**src/design/cgra_pkg.sv**
```systemverilog
package cgra_pkg;

  // ==============================
  // Widths
  // ==============================
  localparam int NUM_CH         = 4;
  localparam int WORD_W         = 16;
  localparam int LINE_W         = 64;
  localparam int WORDS_PER_LINE = 4;
  localparam int OPERAND_W      = 12;

  typedef logic [WORD_W-1:0] data_word_t;

  // Word 0 sits in the low bits
  typedef logic [LINE_W-1:0] data_line_t;

  typedef logic [NUM_CH-1:0] ch_mask_t;

  // ==============================
  // PE configuration
  // ==============================
  typedef enum logic [1:0] {
    op_pass = 2'd0,
    op_add  = 2'd1,
    op_sub  = 2'd2,
    op_xor  = 2'd3
  } pe_op_t;

  typedef struct packed {
    pe_op_t                opcode;
    logic [OPERAND_W-1:0]  operand;
  } pe_conf_t;

  // Exactly one memory line with PE 0 in the lowest bits
  typedef struct packed {
    ch_mask_t                read_mask;
    ch_mask_t                write_mask;
    pe_conf_t [NUM_CH-1:0]   pe_conf;
  } conf_line_t;

endpackage

```
**src/design/cgra_acc.sv**
```systemverilog
`timescale 1ns/1ps

module cgra_acc #(
  parameter int FIFO_DEPTH = 8
) (
  input  logic                                        clk,
  input  logic                                        arst_n,
  input  logic                                        start,
  input  cgra_pkg::ch_mask_t                          done_rd_data,
  input  cgra_pkg::ch_mask_t                          done_wr_data,
  input  cgra_pkg::ch_mask_t                          available_read,
  output cgra_pkg::ch_mask_t                          request_read,
  input  cgra_pkg::ch_mask_t                          read_data_valid,
  input  cgra_pkg::data_line_t [cgra_pkg::NUM_CH-1:0] read_data,
  input  cgra_pkg::ch_mask_t                          available_write,
  output cgra_pkg::ch_mask_t                          request_write,
  output cgra_pkg::data_line_t [cgra_pkg::NUM_CH-1:0] write_data,
  output logic                                        acc_done
);

  import cgra_pkg::*;

  ch_mask_t                fetch_req;
  ch_mask_t                dispatch_req;
  logic                    conf_req;
  logic                    conf_done;
  ch_mask_t                read_fifo_mask;
  ch_mask_t                write_fifo_mask;
  pe_conf_t   [NUM_CH-1:0] pe_conf;
  ch_mask_t                en_fetch_data;
  logic                    en_pe;
  ch_mask_t                fifo_in_pop;
  ch_mask_t                avail_pop;
  data_word_t [NUM_CH-1:0] fifo_in_data;
  ch_mask_t                fifo_out_push;
  ch_mask_t                avail_push;
  data_word_t [NUM_CH-1:0] fifo_out_data;
  ch_mask_t                pe_busy;
  ch_mask_t                fetch_idle;
  ch_mask_t                dispatch_idle;

  // Configuration read shares channel 0
  assign request_read  = (fetch_req & read_fifo_mask) | {{(NUM_CH-1){1'b0}}, conf_req};
  assign request_write = dispatch_req & write_fifo_mask;

  // ==============================
  // Memory side arrays
  // ==============================
  for (genvar ch = 0; ch < NUM_CH; ch++) begin : gen_channel
    fetch_data #(
      .FIFO_DEPTH(FIFO_DEPTH)
    ) fetch_data (
      .clk(clk),
      .arst_n(arst_n),
      .en(en_fetch_data[ch]),
      .available_read(available_read[ch]),
      .request_read(fetch_req[ch]),
      .read_data_valid(read_data_valid[ch]),
      .read_data(read_data[ch]),
      .pop(fifo_in_pop[ch]),
      .avail_pop(avail_pop[ch]),
      .data_out(fifo_in_data[ch]),
      .idle(fetch_idle[ch])
    );

    dispatch_data #(
      .FIFO_DEPTH(FIFO_DEPTH)
    ) dispatch_data (
      .clk(clk),
      .arst_n(arst_n),
      .available_write(available_write[ch]),
      .request_write(dispatch_req[ch]),
      .write_data(write_data[ch]),
      .push(fifo_out_push[ch]),
      .avail_push(avail_push[ch]),
      .data_in(fifo_out_data[ch]),
      .idle(dispatch_idle[ch])
    );
  end

  control_conf control_conf (
    .clk(clk),
    .arst_n(arst_n),
    .start(start),
    .available_read(available_read[0]),
    .req_rd_data(conf_req),
    .rd_data(read_data[0]),
    .rd_data_valid(read_data_valid[0]),
    .read_fifo_mask(read_fifo_mask),
    .write_fifo_mask(write_fifo_mask),
    .pe_conf(pe_conf),
    .done(conf_done)
  );

  control_exec control_exec (
    .clk(clk),
    .arst_n(arst_n),
    .start(conf_done),
    .read_fifo_mask(read_fifo_mask),
    .write_fifo_mask(write_fifo_mask),
    .fetch_idle(fetch_idle),
    .dispatch_idle(dispatch_idle),
    .pe_busy(pe_busy),
    .read_fifo_done(done_rd_data),
    .write_fifo_done(done_wr_data),
    .en_fetch_data(en_fetch_data),
    .en_pe(en_pe),
    .done(acc_done)
  );

  pe_array pe_array (
    .clk(clk),
    .arst_n(arst_n),
    .en(en_pe),
    .pe_conf(pe_conf),
    .avail_pop(avail_pop),
    .pop(fifo_in_pop),
    .fifo_in_data(fifo_in_data),
    .avail_push(avail_push),
    .push(fifo_out_push),
    .fifo_out_data(fifo_out_data),
    .pe_busy(pe_busy)
  );

endmodule

```
**src/design/control_conf.sv**
```systemverilog
`timescale 1ns/1ps

module control_conf (
  input  logic                                      clk,
  input  logic                                      arst_n,
  input  logic                                      start,
  input  logic                                      available_read,
  output logic                                      req_rd_data,
  input  cgra_pkg::data_line_t                      rd_data,
  input  logic                                      rd_data_valid,
  output cgra_pkg::ch_mask_t                        read_fifo_mask,
  output cgra_pkg::ch_mask_t                        write_fifo_mask,
  output cgra_pkg::pe_conf_t [cgra_pkg::NUM_CH-1:0] pe_conf,
  output logic                                      done
);

  import cgra_pkg::*;

  typedef enum logic [1:0] {
    st_idle,
    st_request,
    st_wait
  } conf_state_t;

  conf_state_t state_q;
  conf_line_t  conf_q;
  logic        conf_arrived;

  assign req_rd_data     = (state_q == st_request) & available_read;
  assign conf_arrived    = (state_q == st_wait) & rd_data_valid;
  assign read_fifo_mask  = conf_q.read_mask;
  assign write_fifo_mask = conf_q.write_mask;
  assign pe_conf         = conf_q.pe_conf;

  always_ff @(posedge clk or negedge arst_n) begin
    if (!arst_n) begin
      state_q <= st_idle;
      conf_q  <= '0;
      done    <= 1'b0;
    end else begin
      done <= conf_arrived;
      case (state_q)
        st_idle: begin
          // Old masks go away so nothing runs during the reload
          if (start) begin
            conf_q  <= '0;
            state_q <= st_request;
          end
        end
        st_request: if (req_rd_data) state_q <= st_wait;
        st_wait: begin
          if (conf_arrived) begin
            conf_q  <= conf_line_t'(rd_data);
            state_q <= st_idle;
          end
        end
        default: state_q <= st_idle;
      endcase
    end
  end

endmodule

```
**src/design/control_exec.sv**
```systemverilog
`timescale 1ns/1ps

module control_exec (
  input  logic               clk,
  input  logic               arst_n,
  input  logic               start,
  input  cgra_pkg::ch_mask_t read_fifo_mask,
  input  cgra_pkg::ch_mask_t write_fifo_mask,
  input  cgra_pkg::ch_mask_t fetch_idle,
  input  cgra_pkg::ch_mask_t dispatch_idle,
  input  cgra_pkg::ch_mask_t pe_busy,
  input  cgra_pkg::ch_mask_t read_fifo_done,
  input  cgra_pkg::ch_mask_t write_fifo_done,
  output cgra_pkg::ch_mask_t en_fetch_data,
  output logic               en_pe,
  output logic               done
);

  import cgra_pkg::*;

  ch_mask_t rd_ch_ok;
  ch_mask_t wr_ch_ok;
  logic     finished;

  // ==============================
  // Completion rule
  // ==============================
  // Unused channels count as finished
  assign rd_ch_ok = ~read_fifo_mask | (read_fifo_done & fetch_idle);
  assign wr_ch_ok = ~write_fifo_mask | (write_fifo_done & dispatch_idle);
  assign finished = en_pe & (&rd_ch_ok) & (&wr_ch_ok) & ~(|pe_busy);

  always_ff @(posedge clk or negedge arst_n) begin
    if (!arst_n) begin
      en_fetch_data <= '0;
      en_pe         <= 1'b0;
      done          <= 1'b0;
    end else if (start) begin
      en_fetch_data <= read_fifo_mask;
      en_pe         <= 1'b1;
      done          <= 1'b0;
    end else if (finished) begin
      en_fetch_data <= '0;
      en_pe         <= 1'b0;
      done          <= 1'b1;
    end
  end

endmodule

```
**src/design/dispatch_data.sv**
```systemverilog
`timescale 1ns/1ps

module dispatch_data #(
  parameter int FIFO_DEPTH = 8
) (
  input  logic                 clk,
  input  logic                 arst_n,
  input  logic                 available_write,
  output logic                 request_write,
  output cgra_pkg::data_line_t write_data,
  input  logic                 push,
  output logic                 avail_push,
  input  cgra_pkg::data_word_t data_in,
  output logic                 idle
);

  import cgra_pkg::*;

  localparam int CNT_W = $clog2(WORDS_PER_LINE);

  data_word_t       fifo_data;
  logic             fifo_empty;
  logic             fifo_full;
  logic             fifo_pop;
  data_line_t       line_q;
  logic [CNT_W-1:0] word_cnt_q;
  logic             pending_q;

  // Assembly stops while a full line waits for the write port
  assign fifo_pop      = ~pending_q & ~fifo_empty;
  assign avail_push    = ~fifo_full;
  assign request_write = pending_q & available_write;
  assign write_data    = line_q;
  assign idle          = fifo_empty & ~pending_q & (word_cnt_q == '0);

  always_ff @(posedge clk) begin
    if (fifo_pop) line_q[word_cnt_q*WORD_W +: WORD_W] <= fifo_data;
  end

  always_ff @(posedge clk or negedge arst_n) begin
    if (!arst_n) begin
      word_cnt_q <= '0;
      pending_q  <= 1'b0;
    end else if (fifo_pop) begin
      word_cnt_q <= word_cnt_q + 1'b1;
      if (word_cnt_q == CNT_W'(WORDS_PER_LINE - 1)) pending_q <= 1'b1;
    end else if (request_write) begin
      pending_q <= 1'b0;
    end
  end

  word_fifo #(
    .FIFO_DEPTH(FIFO_DEPTH),
    .item_t(data_word_t)
  ) word_fifo (
    .clk(clk),
    .arst_n(arst_n),
    .push(push),
    .push_data(data_in),
    .pop(fifo_pop),
    .pop_data(fifo_data),
    .empty(fifo_empty),
    .full(fifo_full),
    .free_count()
  );

endmodule

```
**src/design/fetch_data.sv**
```systemverilog
`timescale 1ns/1ps

module fetch_data #(
  parameter int FIFO_DEPTH = 8
) (
  input  logic                 clk,
  input  logic                 arst_n,
  input  logic                 en,
  input  logic                 available_read,
  output logic                 request_read,
  input  logic                 read_data_valid,
  input  cgra_pkg::data_line_t read_data,
  input  logic                 pop,
  output logic                 avail_pop,
  output cgra_pkg::data_word_t data_out,
  output logic                 idle
);

  import cgra_pkg::*;

  localparam int CNT_W = $clog2(WORDS_PER_LINE);

  data_line_t                      line_q;
  logic [CNT_W-1:0]                word_cnt_q;
  logic                            outstanding_q;
  logic                            unpacking_q;
  logic                            fifo_empty;
  logic [$clog2(FIFO_DEPTH+1)-1:0] free_count;
  logic                            room;
  logic                            line_arrived;

  // A whole line must fit before asking for it
  assign room         = (free_count >= WORDS_PER_LINE);
  assign request_read = en & available_read & room & ~outstanding_q & ~unpacking_q;
  // Channel 0 also sees the configuration answer, so only take our own
  assign line_arrived = read_data_valid & outstanding_q;
  assign avail_pop    = ~fifo_empty;
  assign idle         = fifo_empty & ~unpacking_q & ~outstanding_q;

  always_ff @(posedge clk) begin
    if (line_arrived) line_q <= read_data;
  end

  always_ff @(posedge clk or negedge arst_n) begin
    if (!arst_n) begin
      outstanding_q <= 1'b0;
      unpacking_q   <= 1'b0;
      word_cnt_q    <= '0;
    end else begin
      if (request_read) outstanding_q <= 1'b1;
      if (line_arrived) begin
        outstanding_q <= 1'b0;
        unpacking_q   <= 1'b1;
        word_cnt_q    <= '0;
      end else if (unpacking_q) begin
        word_cnt_q <= word_cnt_q + 1'b1;
        if (word_cnt_q == CNT_W'(WORDS_PER_LINE - 1)) unpacking_q <= 1'b0;
      end
    end
  end

  word_fifo #(
    .FIFO_DEPTH(FIFO_DEPTH),
    .item_t(data_word_t)
  ) word_fifo (
    .clk(clk),
    .arst_n(arst_n),
    .push(unpacking_q),
    .push_data(line_q[word_cnt_q*WORD_W +: WORD_W]),
    .pop(pop),
    .pop_data(data_out),
    .empty(fifo_empty),
    .full(),
    .free_count(free_count)
  );

endmodule

```
**src/design/pe_array.sv**
```systemverilog
`timescale 1ns/1ps

module pe_array (
  input  logic                                        clk,
  input  logic                                        arst_n,
  input  logic                                        en,
  input  cgra_pkg::pe_conf_t   [cgra_pkg::NUM_CH-1:0] pe_conf,
  input  cgra_pkg::ch_mask_t                          avail_pop,
  output cgra_pkg::ch_mask_t                          pop,
  input  cgra_pkg::data_word_t [cgra_pkg::NUM_CH-1:0] fifo_in_data,
  input  cgra_pkg::ch_mask_t                          avail_push,
  output cgra_pkg::ch_mask_t                          push,
  output cgra_pkg::data_word_t [cgra_pkg::NUM_CH-1:0] fifo_out_data,
  output cgra_pkg::ch_mask_t                          pe_busy
);

  import cgra_pkg::*;

  for (genvar ch = 0; ch < NUM_CH; ch++) begin : gen_pe
    logic       valid_q;
    data_word_t data_q;
    data_word_t operand;
    data_word_t result;

    assign operand = data_word_t'(pe_conf[ch].operand);

    always_comb begin
      case (pe_conf[ch].opcode)
        op_add:  result = fifo_in_data[ch] + operand;
        op_sub:  result = fifo_in_data[ch] - operand;
        op_xor:  result = fifo_in_data[ch] ^ operand;
        default: result = fifo_in_data[ch];
      endcase
    end

    // A word in the stage takes the last free slot we know of
    assign pop[ch]           = en & avail_pop[ch] & avail_push[ch] & ~valid_q;
    assign push[ch]          = valid_q;
    assign fifo_out_data[ch] = data_q;
    assign pe_busy[ch]       = valid_q;

    always_ff @(posedge clk) begin
      if (pop[ch]) data_q <= result;
    end

    always_ff @(posedge clk or negedge arst_n) begin
      if (!arst_n) valid_q <= 1'b0;
      else         valid_q <= pop[ch];
    end
  end

endmodule

```
**src/design/word_fifo.sv**
```systemverilog
`timescale 1ns/1ps

module word_fifo #(
  parameter int  FIFO_DEPTH = 8,
  parameter type item_t     = logic
) (
  input  logic                              clk,
  input  logic                              arst_n,
  input  logic                              push,
  input  item_t                             push_data,
  input  logic                              pop,
  output item_t                             pop_data,
  output logic                              empty,
  output logic                              full,
  output logic [$clog2(FIFO_DEPTH+1)-1:0]   free_count
);

  localparam int PTR_W = (FIFO_DEPTH > 1) ? $clog2(FIFO_DEPTH) : 1;
  localparam int CNT_W = $clog2(FIFO_DEPTH + 1);

  item_t            mem [FIFO_DEPTH];
  logic [PTR_W-1:0] wr_ptr_q;
  logic [PTR_W-1:0] rd_ptr_q;
  logic [CNT_W-1:0] count_q;
  logic             do_push;
  logic             do_pop;

  function automatic logic [PTR_W-1:0] next_ptr(input logic [PTR_W-1:0] ptr);
    if (ptr == PTR_W'(FIFO_DEPTH - 1)) return '0;
    return ptr + 1'b1;
  endfunction

  assign do_push    = push & ~full;
  assign do_pop     = pop & ~empty;
  assign empty      = (count_q == '0);
  assign full       = (count_q == CNT_W'(FIFO_DEPTH));
  assign free_count = CNT_W'(FIFO_DEPTH) - count_q;
  // Show-ahead read
  assign pop_data   = mem[rd_ptr_q];

  always_ff @(posedge clk) begin
    if (do_push) mem[wr_ptr_q] <= push_data;
  end

  always_ff @(posedge clk or negedge arst_n) begin
    if (!arst_n) begin
      wr_ptr_q <= '0;
      rd_ptr_q <= '0;
      count_q  <= '0;
    end else begin
      if (do_push) wr_ptr_q <= next_ptr(wr_ptr_q);
      if (do_pop) rd_ptr_q <= next_ptr(rd_ptr_q);
      case ({do_push, do_pop})
        2'b10:   count_q <= count_q + 1'b1;
        2'b01:   count_q <= count_q - 1'b1;
        default: count_q <= count_q;
      endcase
    end
  end

endmodule

```
**config.mk**
```make
export PLATFORM = sky130hd
export DESIGN_NAME = cgra_acc
export DESIGN_NICKNAME = d
export VERILOG_FILES = /design/src/design/cgra_pkg.sv /design/src/design/cgra_acc.sv /design/src/design/control_conf.sv /design/src/design/control_exec.sv /design/src/design/dispatch_data.sv /design/src/design/fetch_data.sv /design/src/design/pe_array.sv /design/src/design/word_fifo.sv
export SDC_FILE = /design/constraint.sdc
export NUM_CORES = 2
export LEC_CHECK = 0
export BUFFER_PORTS_ARGS = -buffer_cell sky130_fd_sc_hd__buf_2
export CAP_MARGIN = 25
export CORE_UTILIZATION = 40
export DETAILED_ROUTE_END_ITERATION = 8
export GPL_ROUTABILITY_DRIVEN = 0
export PLACE_DENSITY = 0.54
export RECOVER_POWER = 50
export SYNTH_ARGS = -nofsm -noshare
export SYNTH_HDL_FRONTEND = slang
export SYNTH_SLANG_ARGS = --single-unit
```
**constraint.sdc**
```tcl
create_clock -name clk -period 4.7 [get_ports clk]
set_clock_uncertainty 0.05 [all_clocks]
set_input_delay 0.705 -clock clk [delete_from_list [all_inputs] [get_ports clk]]
set_output_delay 0.705 -clock clk [all_outputs]
set_load 0.03 [all_outputs]
```
==> impl_table.tex <==
\begin{tabular}{lr}
\hline
Metric & Value \\
\hline
\multicolumn{2}{l}{\textbf{Clock tree}} \\
\quad CTS max path bufs & 3 \\
\quad Skew-Pair Late Insertion Delay & 820 ps \\
\quad H-tree levels & 4 \\
\quad Clock tree from TritonCTS & built \\
\quad Register clock-pin slew on the reported worst setup and hold paths & 60 ps \\
\quad Clock buffers created by TritonCTS & 187 \\
\quad Number of clock sinks & 1785 \\
\quad Root buffer cell & sky130\_fd\_sc\_hd\_\_clkbuf\_16 \\
\quad Number of gates given a new drive strength after cts & 0 \\
\multicolumn{2}{l}{\textbf{Synth}} \\
\quad Simple-gate share of the synthesized area & 6.06\% \\
\quad Post-synthesis sequential element count & 1785 \\
\quad Cell area after synthesis & 73500 um\^{}2 \\
\quad Asr flop ratio synth & 10.4\% \\
\quad Mux contribution to synthesized area & 13.0\% \\
\quad Share of synthesized area occupied by flip-flops and latches & 71.7\% \\
\quad Count of cell types in the netlist & 73 \\
\quad Adder and majority cell fraction of the synthesized area & 3.05\% \\
\quad Number of synthesized flops with an enable pin & 1600 \\
\quad Post-synthesis compound-gate area fraction & 3.40\% \\
\quad Average size of a mapped cell & 17.3 um\^{}2 \\
\quad Nets in the synthesized netlist & 4693 \\
\quad Flip-flop cell with the highest count after synthesis & sky130\_fd\_sc\_hd\_\_edfxtp\_1 \\
\quad Synth Instances & 4242 \\
\quad YS warnings & 0 \\
\quad Combinational family with the most area after synthesis & multiplexers \\
\quad Parity-gate share of the synthesized area counting xor and xnor cells & 1.31\% \\
\multicolumn{2}{l}{\textbf{Power and ir drop}} \\
\quad Switching fraction of total power & 36.7\% \\
\quad Cell Int Power & 40.7 mW \\
\quad Total power of the final layout & 64.3 mW \\
\quad Switching power total & 23.6 mW \\
\quad Leakage dissipation & 31.0 nW \\
\quad Share of total power in combinational logic & 38.5\% \\
\quad Clock network fraction of design power & 22.3\% \\
\quad Power density over cell area & 732 nW/um\^{}2 \\
\quad Sequential share of power & 39.2\% \\
\quad Worst supply voltage drop on vdd & 0.362 mV \\
\multicolumn{2}{l}{\textbf{Layout}} \\
\quad Sequential cell area & 52700 um\^{}2 \\
\quad Area of combinational cells with multiple inputs & 20000 um\^{}2 \\
\quad Layout cells sized above 1 & 24.6\% \\
\quad Fill cells & 15350 \\
\quad Post-synthesis to final-layout area growth & 19.6\% \\
\quad Finished Layout Cells & 7682 \\
\quad Total Nets Final & 5596 \\
\multicolumn{2}{l}{\textbf{Detailed routing}} \\
\quad Wirelength, routed & 180000 um \\
\quad Via-to-Cell Ratio & 5.24 \\
\quad Count of antenna-violating nets left after detailed routing & 0 \\
\quad Overall via count from detail\_route & 40245 \\
\quad Router iterations before antenna repair & 7 \\
\quad Average routed wire per standard cell & 23.4 um \\
\quad Number of remaining DRC errors & 0 \\
\quad Number of DRC markers in iteration 0 & 3046 \\
\multicolumn{2}{l}{\textbf{Die}} \\
\quad Die Y-Extent & 431 um \\
\quad Count of standard-cell rows & 156 \\
\quad Placeable core area & 182000 um\^{}2 \\
\quad DIE WIDTH & 431 um \\
\quad Die outline area & 185000 um\^{}2 \\
\quad Initial core utilization & 40.5\% \\
\quad Number of placed I/O pins & 544 \\
\multicolumn{2}{l}{\textbf{Worst setup path}} \\
\quad Logic depth of the worst register-to-register path & 13 \\
\quad Reg-to-reg slack, setup & 530 ps \\
\quad Family of cells with the greatest summed delay on the critical path & compound AO/OA/AOI/OAI gates \\
\quad CP max FO & 5 \\
\quad Cell repeated most along the worst path & sky130\_fd\_sc\_hd\_\_or3\_4 \\
\quad Worst-path cell with the longest stage delay & sky130\_fd\_sc\_hd\_\_dfrtp\_1 \\
\quad Buffering stage count on the worst path with inverters included & 0 \\
\quad Worst path cell trace & or3\_4 > or3\_4 > nor3b\_1 > a21oi\_1 > xnor2\_1 > ha\_1 > a21o\_1 > a31o\_2 > nor3\_1 > a2111oi\_0 > o21ai\_0 > a211oi\_2 > a311o\_1 \\
\quad Critical path endpoint category & flip-flop \\
\quad Critical path's largest stage delay & 430 ps \\
\quad Crit Path Category & flip-flop to flip-flop \\
\quad Kind of launch point of the worst setup path & flip-flop \\
\quad Critical R2R Launch & control\_conf.pe\_conf[3]\$\_DFFE\_PN0P\_ \\
\quad Data arrival, critical path & 4680 ps \\
\quad Worst R2R End & pe\_array.gen\_pe[0].data\_q[15]\$\_DFFE\_PP\_ \\
\quad Required time at the endpoint of the critical path & 5210 ps \\
\multicolumn{2}{l}{\textbf{Global routing}} \\
\quad GRT Resource Usage Total & 19.4\% \\
\quad Number of antenna violations at the first check in global routing & 16 \\
\quad Global-route wire length before repair & 268000 um \\
\quad Overflow left after global routing & 0 \\
\quad Maximum number of pins on one net before global-route repair & 89 \\
\quad Via count of the first global-routing pass & 41054 \\
\multicolumn{2}{l}{\textbf{Timing}} \\
\quad Fmax & 240 MHz \\
\quad Worst relative slew slack & -188\% \\
\quad RSZ-0062 raised after global routing & no \\
\quad Transition at the pin with the smallest max-transition slack & 4320 ps \\
\quad Max-slew violations & 370 \\
\quad Number of endpoints with negative hold slack in the final report & 0 \\
\quad Number of endpoints failing setup at the final stage & 0 \\
\quad Minimum period implied by the final worst setup slack & 4170 ps \\
\quad Summed negative setup slack over all endpoints & 0 ps \\
\quad Final critical-path share of the clock period & 88.8\% \\
\multicolumn{2}{l}{\textbf{Worst hold path}} \\
\quad Origin of the worst min-delay path & available\_write[3] \\
\quad Hold endpoint & gen\_channel[3].dispatch\_data.pending\_q\$\_DFFE\_PN0P\_ \\
\quad Class of the tightest hold or removal check & primary input to flip-flop \\
\quad Worst hold path depth & 2 \\
\multicolumn{2}{l}{\textbf{Place}} \\
\quad Post-placement cell count & 7098 \\
\quad Buffers added on ports & 543 \\
\quad HPWL Detailed & 122000 um \\
\multicolumn{2}{l}{\textbf{Run}} \\
\quad Reported max-cap violation count & 8 \\
\multicolumn{2}{l}{\textbf{Outcome}} \\
\quad Run status & finished, violations left \\
\quad Violated checks & capacitance limit, slew limit \\
\hline
\end{tabular}
## stage by stage
stage | hold slack, ps | setup WS [ps] | cell area [um^2] | utilization [%]
after floorplan | 359 | 734 | 73500 | -
after global placement | 430 | 565 | 79600 | 43.9
after detailed placement | 432 | 547 | 79900 | 44.0
after CTS | 1.93 | 521 | 88000 | 48.5
after global routing | 46.1 | 178 | 87800 | 48.4
final | 108 | 528 | 87800 | 48.4
## routing by layer
layer	global-route usage [%]	share of wire (%)
met5	0	0.0061
met4	5.99	3.0
met3	2.85	4.1
met2	32.1	49
met1	26.4	44
## how the worst max path moves through the flow
stage / from / end / cells after the start
4_1_cts: control_conf.pe_conf[3]$_DFFE_PN0P_ / pe_array.gen_pe[0].data_q[15]$_DFFE_PP_ / 13
3_5_place_dp: control_conf.pe_conf[3]$_DFFE_PN0P_ / pe_array.gen_pe[0].data_q[15]$_DFFE_PP_ / 13
5_1_grt: control_conf.pe_conf[3]$_DFFE_PN0P_ / pe_array.gen_pe[0].data_q[15]$_DFFE_PP_ / 13
6_report: control_conf.pe_conf[3]$_DFFE_PN0P_ / pe_array.gen_pe[0].data_q[15]$_DFFE_PP_ / 13
2_1_floorplan: gen_channel[3].fetch_data.word_fifo.rd_ptr_q[0]$_DFFE_PN0P_ / pe_array.gen_pe[3].data_q[12]$_DFFE_PP_ / 15
3_3_place_gp: control_conf.pe_conf[3]$_DFFE_PN0P_ / pe_array.gen_pe[0].data_q[15]$_DFFE_PP_ / 13
## power by group through the flow
stage          Clock, mW  Combinational (mW)  Sequential [mW]
6_report            14.3                24.8             25.2
5_1_grt             15.3                27.2             25.7
4_1_cts             14.7                25.0             25.4
3_5_place_dp           0                24.7             25.7
3_3_place_gp           0                24.3             25.7
2_1_floorplan          0                17.0             25.5
## registers in the layout, indices dropped and copies added, names as in the netlist, 8 cells and up
name,count
pe_array.gen_pe.data_q,64
gen_channel.dispatch_data.write_data,256
gen_channel.fetch_data.word_fifo.wr_ptr_q,12
gen_channel.dispatch_data.word_fifo.count_q,16
control_conf.pe_conf,56
gen_channel.fetch_data.line_q,256
gen_channel.fetch_data.word_cnt_q,8
gen_channel.fetch_data.word_fifo.rd_ptr_q,12
gen_channel.dispatch_data.word_fifo.rd_ptr_q,12
gen_channel.dispatch_data.word_cnt_q,8
gen_channel.dispatch_data.word_fifo.wr_ptr_q,12
gen_channel.dispatch_data.word_fifo.mem,512
gen_channel.fetch_data.word_fifo.count_q,16
gen_channel.fetch_data.word_fifo.mem,512
## synthesized netlist by cell type, types with 24 or more instances
master	number	area, um^2
sky130_fd_sc_hd__and2_1	24	150
sky130_fd_sc_hd__clkbuf_1	114	428
sky130_fd_sc_hd__nor3_1	63	315
sky130_fd_sc_hd__mux2i_1	97	971
sky130_fd_sc_hd__nand2_1	192	721
sky130_fd_sc_hd__xor2_1	29	254
sky130_fd_sc_hd__a21oi_1	64	320
sky130_fd_sc_hd__edfxtp_1	1600	48000
sky130_fd_sc_hd__nor4_1	26	163
sky130_fd_sc_hd__buf_2	26	130
sky130_fd_sc_hd__ha_1	160	2000
sky130_fd_sc_hd__xnor2_1	81	709
sky130_fd_sc_hd__mux2_2	123	1390
sky130_fd_sc_hd__a22oi_1	25	188
sky130_fd_sc_hd__buf_1	28	105
sky130_fd_sc_hd__dfrtp_1	185	4630
sky130_fd_sc_hd__mux4_2	318	7160
sky130_fd_sc_hd__inv_1	96	360
sky130_fd_sc_hd__nand3_1	89	445
sky130_fd_sc_hd__nand2b_1	49	307
sky130_fd_sc_hd__a21o_1	39	293
sky130_fd_sc_hd__nor2_1	457	1720
sky130_fd_sc_hd__o21ai_0	124	621
## cells in the final DEF, fill, tap and decap left out, types with 64 or more instances in the layout
master and count:
sky130_fd_sc_hd__a21oi_1 64, sky130_fd_sc_hd__buf_2 447, sky130_fd_sc_hd__buf_4 70, sky130_fd_sc_hd__clkbuf_1 172
sky130_fd_sc_hd__clkbuf_16 190, sky130_fd_sc_hd__dfrtp_1 175, sky130_fd_sc_hd__dlygate4sd3_1 215, sky130_fd_sc_hd__edfxtp_1 1600
sky130_fd_sc_hd__ha_1 160, sky130_fd_sc_hd__inv_1 96, sky130_fd_sc_hd__mux2_2 123, sky130_fd_sc_hd__mux2i_1 97
sky130_fd_sc_hd__mux4_2 318, sky130_fd_sc_hd__nand2_1 192, sky130_fd_sc_hd__nand3_1 89, sky130_fd_sc_hd__nor2_1 456
sky130_fd_sc_hd__o21ai_0 124, sky130_fd_sc_hd__xnor2_1 81
## repair_timing
action                    4_1_cts  5_1_grt
hold endpoints to repair      272        0
buffers inserted                0        0
hold buffers                  215        0
## logic make-up after synthesis
family | Yosys count
AO/OA/AOI/OAI | 380
XOR/XNOR | 110
adder cells (fa/ha/maj) | 172
buffers and inverters | 268
flip-flops | 1785
multiplexers | 540
AND/OR/NAND/NOR | 987
## worst reg2reg max path, cell delays in order, from the launching register on
cell	delay, ps
sky130_fd_sc_hd__dfrtp_1	430
sky130_fd_sc_hd__or3_4	420
sky130_fd_sc_hd__or3_4	360
sky130_fd_sc_hd__nor3b_1	410
sky130_fd_sc_hd__a21oi_1	150
sky130_fd_sc_hd__xnor2_1	160
sky130_fd_sc_hd__ha_1	340
sky130_fd_sc_hd__a21o_1	180
sky130_fd_sc_hd__a31o_2	230
sky130_fd_sc_hd__nor3_1	260
sky130_fd_sc_hd__a2111oi_0	190
sky130_fd_sc_hd__o21ai_0	300
sky130_fd_sc_hd__a211oi_2	110
sky130_fd_sc_hd__a311o_1	330
## cell type report
cell class	instances	share of cell area, %
antenna	11	0.0313
clock inverter	103	1.05
timing repair buffer	885	6.70
multi-input combinational	2189	22.7
sequential	1785	60.0
clock buffer	242	5.71
inverter	97	0.414
tap	2370	3.38
Note: power is estimated with default switching activity, not from simulation.
